**src/common/fdiv_defs.svh**
```systemverilog
// Sizes, address map and latency of the fp16 divide engine, included by RTL and testbench
`ifndef FDIV_DEFS_SVH
`define FDIV_DEFS_SVH

// ----------------------------------------------------------
// Scratch memory
// ----------------------------------------------------------
// Words 0 to 31 hold operand pairs and words 32 to 63 hold quotients
`define FDIV_MEM_DEPTH   64
`define FDIV_RES_BASE    32
// Largest legal batch
`define FDIV_MAX_OPS     32

// Divider in_valid to out_valid in cycles
`define FDIV_LATENCY     14

// ----------------------------------------------------------
// APB byte address map
// ----------------------------------------------------------
`define FDIV_ADDR_CTRL   12'h000
`define FDIV_ADDR_COUNT  12'h004
`define FDIV_ADDR_STATUS 12'h008
// Memory word n sits at WIN + 4*n
`define FDIV_ADDR_WIN    12'h100

`endif

```
**src/common/fdiv_pkg.sv**
```systemverilog
// Shared types of the fp16 divide engine, imported by every RTL block and the testbench
`include "fdiv_defs.svh"

package fdiv_pkg;

    // Half-precision value, sign in bit 15
    typedef logic [15:0] fp16_t;
    typedef logic [$clog2(`FDIV_MEM_DEPTH)-1:0] mem_addr_t;
    typedef logic [31:0] mem_word_t;
    // Holds 0 up to the batch limit inclusive
    typedef logic [$clog2(`FDIV_MAX_OPS+1)-1:0] op_count_t;
    typedef logic [11:0] apb_addr_t;

    // Operand word layout, divisor in the upper half
    typedef struct packed {
        fp16_t b;
        fp16_t a;
    } fp16_pair_t;

    // One requester port of the scratch memory
    typedef struct packed {
        logic      req;
        logic      we;
        mem_addr_t addr;
        mem_word_t wdata;
    } mem_req_t;

    // APB3 master to slave
    typedef struct packed {
        logic      psel;
        logic      penable;
        logic      pwrite;
        apb_addr_t paddr;
        mem_word_t pwdata;
    } apb_req_t;

    // APB3 slave to master
    typedef struct packed {
        mem_word_t prdata;
        logic      pready;
        logic      pslverr;
    } apb_rsp_t;

    // Batch sequencer
    typedef enum logic [1:0] {
        IDLE,
        RUN,
        DRAIN
    } seq_state_e;

endpackage

```
**src/fp16_div/fp16_div.sv**
```systemverilog
// Pipelined fp16 divider with truncation, accepts one pair per cycle at fixed latency
`timescale 1ns/1ps
`include "fdiv_defs.svh"

module fp16_div (
    input  logic                 clk,
    input  logic                 rst_n,
    input  logic                 in_valid,
    input  fdiv_pkg::fp16_pair_t in_ops,
    output logic                 out_valid,
    output fdiv_pkg::fp16_t      result
);
    import fdiv_pkg::*;

    // Unpack and output registers take two of the cycles
    localparam int NUM_STAGES = `FDIV_LATENCY - 2;

    // One operand after unpack
    typedef struct packed {
        logic              nan;
        logic              inf;
        logic              zero;
        logic [10:0]       sig;
        logic signed [6:0] exp;
    } unpacked_t;

    // Everything that moves down the pipe together
    typedef struct packed {
        logic              valid;
        logic              special;
        fp16_t             special_res;
        logic              sign;
        logic signed [6:0] exp;
        logic [10:0]       divisor;
        logic [11:0]       rem;
        logic [11:0]       quo;
    } div_stage_t;

    // Leading zeros of an 11-bit significand
    function automatic logic [3:0] lzc11(input logic [10:0] m);
        logic [3:0] n;
        n = 4'd11;
        for (int k = 0; k < 11; k++) begin
            if (m[k]) begin
                n = 4'(10 - k);
            end
        end
        return n;
    endfunction

    function automatic unpacked_t unpack(input fp16_t v);
        unpacked_t  u;
        logic [3:0] lz;
        lz = lzc11({1'b0, v[9:0]});
        u.nan  = (v[14:10] == 5'h1f) && (v[9:0] != '0);
        u.inf  = (v[14:10] == 5'h1f) && (v[9:0] == '0);
        u.zero = (v[14:0] == '0);
        if (v[14:10] == '0) begin
            // Denormal
            // Move the leading one up to the hidden bit and lower the exponent to match
            u.sig = {1'b0, v[9:0]} << lz;
            u.exp = 7'sd1 - signed'({3'b0, lz});
        end else begin
            u.sig = {1'b1, v[9:0]};
            u.exp = signed'({2'b0, v[14:10]});
        end
        return u;
    endfunction

    unpacked_t         ua;
    unpacked_t         ub;
    div_stage_t        s0_next;
    div_stage_t        pipe [0:NUM_STAGES];
    div_stage_t        last;
    logic signed [6:0] fexp;
    logic [9:0]        frac;
    logic [10:0]       sub_sig;
    fp16_t             packed_res;

    // ----------------------------------------------------------
    // Stage 1 unpack and special cases
    // ----------------------------------------------------------
    assign ua = unpack(in_ops.a);
    assign ub = unpack(in_ops.b);

    always_comb begin
        s0_next.valid   = in_valid;
        s0_next.sign    = in_ops.a[15] ^ in_ops.b[15];
        s0_next.exp     = ua.exp - ub.exp + 7'sd15;
        s0_next.divisor = ub.sig;
        // Both significands in [1,2) so the first step yields the integer bit
        s0_next.rem     = {1'b0, ua.sig};
        s0_next.quo     = '0;
        s0_next.special = 1'b1;
        if (ua.nan || ub.nan || (ua.inf && ub.inf) || (ua.zero && ub.zero)) begin
            s0_next.special_res = 16'h7e01;
        end else if (ua.inf || ub.zero) begin
            // Signed infinity
            s0_next.special_res = {s0_next.sign, 5'h1f, 10'h0};
        end else if (ua.zero || ub.inf) begin
            // Signed zero
            s0_next.special_res = {s0_next.sign, 15'h0};
        end else begin
            s0_next.special     = 1'b0;
            s0_next.special_res = '0;
        end
    end

    always_ff @(posedge clk) begin
        pipe[0] <= s0_next;
        if (!rst_n) begin
            pipe[0].valid <= 1'b0;
        end
    end

    // ----------------------------------------------------------
    // Restoring divide, one quotient bit per stage
    // ----------------------------------------------------------
    for (genvar i = 0; i < NUM_STAGES; i++) begin : g_div
        logic        ge;
        logic [11:0] diff;
        logic [10:0] kept;

        assign ge   = (pipe[i].rem >= {1'b0, pipe[i].divisor});
        assign diff = pipe[i].rem - {1'b0, pipe[i].divisor};
        // Partial remainder stays below the divisor after this step
        assign kept = ge ? diff[10:0] : pipe[i].rem[10:0];

        always_ff @(posedge clk) begin
            // Sign, exponent and special result ride along unchanged
            pipe[i+1]     <= pipe[i];
            pipe[i+1].rem <= {kept, 1'b0};
            pipe[i+1].quo <= {pipe[i].quo[10:0], ge};
            if (!rst_n) begin
                pipe[i+1].valid <= 1'b0;
            end
        end
    end

    // ----------------------------------------------------------
    // Normalize and pack
    // ----------------------------------------------------------
    assign last = pipe[NUM_STAGES];

    always_comb begin
        // Quotient lies in (0.5,2), so at most one place of left shift
        if (last.quo[11]) begin
            fexp = last.exp;
            frac = last.quo[10:1];
        end else begin
            fexp = last.exp - 7'sd1;
            frac = last.quo[9:0];
        end
        // Only meaningful when fexp is zero or negative
        sub_sig = {1'b1, frac} >> (7'sd1 - fexp);
        if (last.special) begin
            packed_res = last.special_res;
        end else if (fexp >= 7'sd31) begin
            // Overflow to infinity
            packed_res = {last.sign, 5'h1f, 10'h0};
        end else if (fexp <= 7'sd0) begin
            // Underflow to denormal or zero by truncating shift
            packed_res = {last.sign, 5'h0, sub_sig[9:0]};
        end else begin
            packed_res = {last.sign, fexp[4:0], frac};
        end
    end

    always_ff @(posedge clk) begin
        if (!rst_n) begin
            out_valid <= 1'b0;
        end else begin
            out_valid <= last.valid;
        end
        result <= packed_res;
    end

endmodule

```
**src/rtl/fdiv_apb_regs.sv**
```systemverilog
// APB3 slave with control, count and status registers and a window onto the scratch memory
`timescale 1ns/1ps
`include "fdiv_defs.svh"

module fdiv_apb_regs (
    input  logic                clk,
    input  logic                rst_n,
    input  fdiv_pkg::apb_req_t  apb_in,
    output fdiv_pkg::apb_rsp_t  apb_out,
    output logic                start,
    output fdiv_pkg::op_count_t count,
    input  logic                busy,
    input  logic                done,
    output fdiv_pkg::mem_req_t  mem_req,
    input  logic                mem_gnt,
    input  fdiv_pkg::mem_word_t mem_rdata
);
    import fdiv_pkg::*;

    logic      access;
    logic      win_hit;
    logic      hit_ctrl;
    logic      hit_count;
    logic      hit_status;
    logic      reg_acc;
    logic      reg_err;
    logic      win_ack;
    mem_word_t reg_rdata;

    // ----------------------------------------------------------
    // Address decode
    // ----------------------------------------------------------
    assign access     = apb_in.psel && apb_in.penable;
    assign win_hit    = (apb_in.paddr >= `FDIV_ADDR_WIN) &&
                        (apb_in.paddr < `FDIV_ADDR_WIN + 4 * `FDIV_MEM_DEPTH);
    assign hit_ctrl   = (apb_in.paddr == `FDIV_ADDR_CTRL);
    assign hit_count  = (apb_in.paddr == `FDIV_ADDR_COUNT);
    assign hit_status = (apb_in.paddr == `FDIV_ADDR_STATUS);
    // Everything outside the window finishes in the first access cycle
    assign reg_acc    = access && !win_hit;

    always_comb begin
        reg_err   = 1'b0;
        reg_rdata = '0;
        if (hit_ctrl) begin
            // Only one batch in flight
            reg_err = apb_in.pwrite && apb_in.pwdata[0] && busy;
        end else if (hit_count) begin
            reg_err   = apb_in.pwrite && (apb_in.pwdata > `FDIV_MAX_OPS);
            reg_rdata = mem_word_t'(count);
        end else if (hit_status) begin
            reg_err   = apb_in.pwrite;
            reg_rdata = {30'h0, done, busy};
        end else begin
            // Unmapped
            reg_err = 1'b1;
        end
    end

    // ----------------------------------------------------------
    // Registers
    // ----------------------------------------------------------
    assign start = reg_acc && hit_ctrl && apb_in.pwrite && apb_in.pwdata[0] && !reg_err;

    always_ff @(posedge clk) begin
        if (!rst_n) begin
            count <= '0;
        end else if (reg_acc && hit_count && apb_in.pwrite && !reg_err) begin
            count <= op_count_t'(apb_in.pwdata);
        end
    end

    // ----------------------------------------------------------
    // Memory window
    // ----------------------------------------------------------
    // Hold off while a batch runs, then ask once and wait for the word
    always_comb begin
        mem_req       = '0;
        mem_req.req   = access && win_hit && !busy && !win_ack;
        mem_req.we    = apb_in.pwrite;
        mem_req.addr  = mem_addr_t'((apb_in.paddr - `FDIV_ADDR_WIN) >> 2);
        mem_req.wdata = apb_in.pwdata;
    end

    always_ff @(posedge clk) begin
        if (!rst_n) begin
            win_ack <= 1'b0;
        end else begin
            win_ack <= mem_req.req && mem_gnt;
        end
    end

    // Response
    always_comb begin
        apb_out.pready  = reg_acc || win_ack;
        apb_out.pslverr = reg_acc && reg_err;
        apb_out.prdata  = win_ack ? mem_rdata : reg_rdata;
    end

endmodule

```
**src/rtl/fdiv_engine_top.sv**
```systemverilog
// Top of the fp16 divide engine, APB slave, sequencer, divider and shared memory wired together
`timescale 1ns/1ps

module fdiv_engine_top (
    input  logic               clk,
    input  logic               rst_n,
    input  fdiv_pkg::apb_req_t apb_in,
    output fdiv_pkg::apb_rsp_t apb_out
);
    import fdiv_pkg::*;

    logic       start;
    logic       busy;
    logic       done;
    op_count_t  count;
    mem_req_t   seq_req;
    mem_req_t   host_req;
    logic       host_gnt;
    mem_word_t  seq_rdata;
    mem_word_t  host_rdata;
    logic       div_valid;
    fp16_pair_t div_ops;
    logic       div_out_valid;
    fp16_t      div_result;

    // Host side
    fdiv_apb_regs u_regs (
        .clk       (clk),
        .rst_n     (rst_n),
        .apb_in    (apb_in),
        .apb_out   (apb_out),
        .start     (start),
        .count     (count),
        .busy      (busy),
        .done      (done),
        .mem_req   (host_req),
        .mem_gnt   (host_gnt),
        .mem_rdata (host_rdata)
    );

    fdiv_sequencer u_seq (
        .clk           (clk),
        .rst_n         (rst_n),
        .start         (start),
        .count         (count),
        .busy          (busy),
        .done          (done),
        .mem_req       (seq_req),
        .mem_rdata     (seq_rdata),
        .div_valid     (div_valid),
        .div_ops       (div_ops),
        .div_out_valid (div_out_valid),
        .div_result    (div_result)
    );

    fp16_div u_div (
        .clk       (clk),
        .rst_n     (rst_n),
        .in_valid  (div_valid),
        .in_ops    (div_ops),
        .out_valid (div_out_valid),
        .result    (div_result)
    );

    // Sequencer holds top priority, so its grant is always its request
    fdiv_shared_mem u_mem (
        .clk        (clk),
        .rst_n      (rst_n),
        .seq_req    (seq_req),
        .seq_gnt    (),
        .seq_rdata  (seq_rdata),
        .host_req   (host_req),
        .host_gnt   (host_gnt),
        .host_rdata (host_rdata)
    );

endmodule

```
**src/rtl/fdiv_sequencer.sv**
```systemverilog
// Batch controller streaming operand words through the divider and writing quotients back
`timescale 1ns/1ps
`include "fdiv_defs.svh"

module fdiv_sequencer (
    input  logic                 clk,
    input  logic                 rst_n,
    input  logic                 start,
    input  fdiv_pkg::op_count_t  count,
    output logic                 busy,
    output logic                 done,
    output fdiv_pkg::mem_req_t   mem_req,
    input  fdiv_pkg::mem_word_t  mem_rdata,
    output logic                 div_valid,
    output fdiv_pkg::fp16_pair_t div_ops,
    input  logic                 div_out_valid,
    input  fdiv_pkg::fp16_t      div_result
);
    import fdiv_pkg::*;

    seq_state_e state;
    op_count_t  total;
    op_count_t  fetch_ptr;
    op_count_t  wb_ptr;
    logic       fetch;
    logic       rd_pend;
    logic       last_wb;

    assign busy = (state != IDLE);

    // Write-back owns the port whenever a quotient comes out
    assign fetch   = (state == RUN) && !div_out_valid;
    assign last_wb = div_out_valid && (wb_ptr == op_count_t'(total - 1'b1));

    // ----------------------------------------------------------
    // Memory port
    // ----------------------------------------------------------
    always_comb begin
        mem_req = '0;
        if (busy && div_out_valid) begin
            mem_req.req   = 1'b1;
            mem_req.we    = 1'b1;
            mem_req.addr  = mem_addr_t'(`FDIV_RES_BASE) + mem_addr_t'(wb_ptr);
            mem_req.wdata = {16'h0, div_result};
        end else if (fetch) begin
            mem_req.req  = 1'b1;
            mem_req.addr = mem_addr_t'(fetch_ptr);
        end
    end

    // Fetched word goes straight into the divider
    assign div_valid = rd_pend;
    assign div_ops   = fp16_pair_t'(mem_rdata);

    // ----------------------------------------------------------
    // Batch FSM
    // ----------------------------------------------------------
    always_ff @(posedge clk) begin
        if (!rst_n) begin
            state     <= IDLE;
            total     <= '0;
            fetch_ptr <= '0;
            wb_ptr    <= '0;
            done      <= 1'b0;
            rd_pend   <= 1'b0;
        end else begin
            rd_pend <= fetch;
            case (state)
                IDLE: begin
                    if (start) begin
                        // Empty batch finishes on the spot
                        done      <= (count == '0);
                        total     <= count;
                        fetch_ptr <= '0;
                        wb_ptr    <= '0;
                        if (count != '0) begin
                            state <= RUN;
                        end
                    end
                end
                RUN, DRAIN: begin
                    if (fetch) begin
                        fetch_ptr <= fetch_ptr + 1'b1;
                        if (fetch_ptr + 1'b1 == total) begin
                            state <= DRAIN;
                        end
                    end
                    if (div_out_valid) begin
                        wb_ptr <= wb_ptr + 1'b1;
                    end
                    // Done rises with the edge that writes the last quotient
                    if (last_wb) begin
                        state <= IDLE;
                        done  <= 1'b1;
                    end
                end
                default: begin
                    state <= IDLE;
                end
            endcase
        end
    end

endmodule

```
**src/rtl/fdiv_shared_mem.sv**
```systemverilog
// Single-port scratch memory shared by sequencer and host behind a fixed-priority arbiter
`timescale 1ns/1ps
`include "fdiv_defs.svh"

module fdiv_shared_mem (
    input  logic                clk,
    input  logic                rst_n,
    input  fdiv_pkg::mem_req_t  seq_req,
    output logic                seq_gnt,
    output fdiv_pkg::mem_word_t seq_rdata,
    input  fdiv_pkg::mem_req_t  host_req,
    output logic                host_gnt,
    output fdiv_pkg::mem_word_t host_rdata
);
    import fdiv_pkg::*;

    mem_word_t mem [`FDIV_MEM_DEPTH];
    mem_req_t  sel;
    mem_word_t rdata_q;

    // ----------------------------------------------------------
    // Arbiter
    // ----------------------------------------------------------
    // Sequencer always wins
    // Host is granted only in a cycle the sequencer leaves free
    assign seq_gnt  = seq_req.req;
    assign host_gnt = host_req.req && !seq_req.req;
    assign sel      = seq_req.req ? seq_req : host_req;

    // ----------------------------------------------------------
    // Storage
    // ----------------------------------------------------------
    always_ff @(posedge clk) begin
        if (sel.req && sel.we) begin
            mem[sel.addr] <= sel.wdata;
        end
    end

    // Read word lands one cycle after the grant
    always_ff @(posedge clk) begin
        if (!rst_n) begin
            rdata_q <= '0;
        end else if (sel.req && !sel.we) begin
            rdata_q <= mem[sel.addr];
        end
    end

    // Each requester knows whether the word is its own
    assign seq_rdata  = rdata_q;
    assign host_rdata = rdata_q;

endmodule

```
**config.mk**
```make
export PLATFORM = sky130hd
export DESIGN_NAME = fdiv_engine_top
export DESIGN_NICKNAME = d
export VERILOG_FILES = /design/src/common/fdiv_pkg.sv /design/src/fp16_div/fp16_div.sv /design/src/rtl/fdiv_apb_regs.sv /design/src/rtl/fdiv_engine_top.sv /design/src/rtl/fdiv_sequencer.sv /design/src/rtl/fdiv_shared_mem.sv
export VERILOG_INCLUDE_DIRS = /design/src /design/src/common
export SDC_FILE = /design/constraint.sdc
export NUM_CORES = 2
export LEC_CHECK = 0
export BUFFER_PORTS_ARGS = -buffer_cell sky130_fd_sc_hd__buf_2
export CORE_UTILIZATION = 40
export CTS_BUF_LIST = sky130_fd_sc_hd__clkbuf_4
export DETAILED_ROUTE_END_ITERATION = 16
export PLACE_DENSITY = 0.56
export SYNTH_ARGS = -nofsm -noshare
export SYNTH_HDL_FRONTEND = slang
export SYNTH_SLANG_ARGS = --single-unit
```
**constraint.sdc**
```tcl
create_clock -name clk -period 13.11 [get_ports clk]
set_input_delay 0.6555 -clock clk [delete_from_list [all_inputs] [get_ports clk]]
set_output_delay 0.6555 -clock clk [all_outputs]
set_load 0.02 [all_outputs]
```
==> metrics.txt <==
Core ar. 0.241 mm2; top-area cell type share of the netlist area 0.634; Worst Skew 0.170 ns; Total Wirelength 292 mm; Commonest cells post-synth edfxtp_1 (2048), a22oi_1 (1026), dfxtp_1 (589); register area share after synthesis 0.755; Total GRT Usage 0.235; CTS max path bufs 4; fin. max-slew vios 2; Final nets 7010; pre-CTS setup slack 7.78 ns; Gate Count Post-Synth 6188; Startpoint Class register; PostCTS Resize Cnt 0; DR vias 60600; Initial Util 0.403; number of distinct library cells after synthesis 71; layout cells sized above 1 0.200; Pleak 36.4 nW; 1st-iter DRT viols 7536; Fin Hold WS 0.134 ns; drt drc 0; filler cell count 21100; vias in the first global route 59800; Chip Width 495 um; fraction of registers with async set or reset after synthesis 0; Detail Route Antenna Nets 0; leading cell type by number of instances after synthesis edfxtp_1; total of max-cap violations 1; Fin. Hold Viols 0; Synth Flop Type edfxtp_1; Die H 495 um; Final WS setup 7.56 ns; initial antenna violation count 20; Arrival @ worst endpoint 6.82 ns; area grow syn2layout 13.9%; CP endpoint kind register; H-Tree Depth 6; YS warnings 0; Crit Path Category register to register; Area contributors post-synth edfxtp_1 (63%), dfxtp_1 (12%), a22oi_1 (7.9%), a41oi_1 (2.1%), ha_1 (2.0%); Remaining Overflow, GRT 0; CTS tree yes; Avg Inst Size Synth 15.7 um2; clk_lat worst skew 1.46 ns; GPL Wtd Cong 0.869; EDFF count, synth 2048; post-CTS setup buffers 0; I/O Buffers 82; part of the cycle the worst path needs 0.423; Mapped Area 0.0970 mm2; root buf cell clkbuf_4; Max VDD drop 0.0000719 V; first-pass GRT wire length 417 mm; cell taking the most area after synthesis edfxtp_1; type of the worst min-delay path input port to register; Clock Sink Count 2637; unrepaired setup endpoints after global routing no; PwrDens 166 mW/mm2; largest net degree at the start of global routing 98; Core Rows 180; worst path required time 14.39 ns; setup violators final 0; hpwl dp 171 mm; Slew headroom -0.0322; highest clock rate 180 MHz; Worst-Margin Slew 1.53 ns; die area 0.245 mm2; TritonRoute pass-1 iters 7; Seq cells post-synth 2637; Final min period 5.55 ns; average wire per standard cell 28.0 um; status complete, but fails checks; post-synthesis net count 6402; number of vias per cell 5.80; Hold-fix buffers, CTS 36; CTS clk-pin slew, worst paths 0.07 ns; Inserted Clock Buffers 669; Setup TNS 0 ns; critical path peak fanout 21; violated checks max-capacitance violations, max-slew violations; io pins 83
per-stage QoR:
step | cell area [um2] | instances | power (W) | utilization
floorplan | 97000 | 6188 | 0.0111 | -
global route | 111000 | 10400 | 0.0191 | 0.459
global placement | 102000 | 9269 | 0.0116 | 0.423
detailed placement | 102000 | 9270 | 0.0117 | 0.423
finish | 111000 | 10400 | 0.0183 | 0.459
CTS | 110000 | 10400 | 0.0184 | 0.459
layout by cell type (no fill, tap or decap), types with 48 or more instances in the layout:
| cell | n |
|---|---|
| clkbuf_4 | 980 |
| clkinv_1 | 97 |
| mux2i_1 | 49 |
| mux2_2 | 55 |
| inv_1 | 208 |
| nor4_1 | 51 |
| nor2_1 | 153 |
| xnor2_1 | 48 |
| a21o_1 | 66 |
| a21oi_1 | 119 |
| a31oi_1 | 51 |
| nor2_4 | 73 |
| a22oi_1 | 1026 |
| o21ai_0 | 152 |
| nand2_1 | 214 |
| and2_1 | 66 |
| a41oi_1 | 231 |
| buf_2 | 82 |
| buf_4 | 140 |
| edfxtp_1 | 2048 |
| xor2_1 | 59 |
| ha_1 | 153 |
| dfxtp_1 | 589 |
metal layers:
layer	share of wire	vias up	GRT usage	wire length [um]
met4	0.019	6	0.0632	5550
met2	0.45	3363	0.357	131000
met5	0.00014	-	0	41
met1	0.42	30500	0.332	124000
li1	-	26300	-	-
met3	0.11	382	0.0637	32700
where the power goes:
part,internal (W),switching (W),leakage [nW]
Clock,0.00355,0.00323,4.93
Sequential,0.00932,0.000155,23.2
Combinational,0.000809,0.00125,8.26
Total,0.0137,0.00464,36.4
worst max-delay path, stage by stage, from the launching register on:
cell	delay [ns]
dfxtp_1	0.33
inv_1	0.08
ha_1	0.56
mux2_2	0.41
o21ai_1	0.73
nor2_1	0.24
nand2_2	0.39
buf_4	0.51
a41oi_1	0.31
or4_1	0.62
nor4_1	0.99
a31oi_1	0.17
kinds of logic after synthesis:
| kind of cell | Yosys count | synth area share |
|---|---|---|
| AOI/OAI and AO/OA | 1807 | 0.136 |
| buffers and inverters | 545 | 0.0237 |
| and+or+nand+nor | 823 | 0.0414 |
| muxes | 104 | 0.0114 |
| DFF | 2637 | 0.755 |
| adders and majority gates | 165 | 0.0222 |
| xor gates and xnor gates | 107 | 0.00966 |
final timing paths:
check | from | end | depth (start not counted) | slack, ns
setup reg to reg | u_seq.state[0] | u_mem.host_rdata[18] | 11 | 7.56
setup / recovery | u_seq.state[0] | u_mem.host_rdata[18] | 11 | 7.56
hold reg to reg | u_div.pipe[1][186] | u_div.pipe[2][4] | 0 | 0.28
hold / removal | apb_in[21] | u_mem.mem[49][21] | 3 | 0.13
flip-flops by register name (all words and copies together) (netlist names):
signal / cells
u_regs.count: 6
u_seq.state: 2
u_seq.fetch_ptr: 6
u_seq.div_valid: 1
u_seq.total: 6
u_div.pipe: 511
u_regs.win_ack: 1
u_seq.done: 1
u_seq.wb_ptr: 6
u_div.out_valid: 1
u_div.result: 16
u_mem.host_rdata: 32
u_mem.mem: 2048
final cells by class:
class                           count  area, um2  share of cell area
Timing Repair Buffer              272       2110              0.0191
Inverter                          210        788             0.00713
Antenna cell                       10       25.0            0.000226
Clock inverter                    147        816             0.00738
Clock buffer                      980       7360              0.0666
Tap cell                         3185       3990              0.0361
Multi-Input combinational cell   3006      22100               0.200
Sequential cell                  2637      73300               0.663
Power figures use the tool's default switching activity.
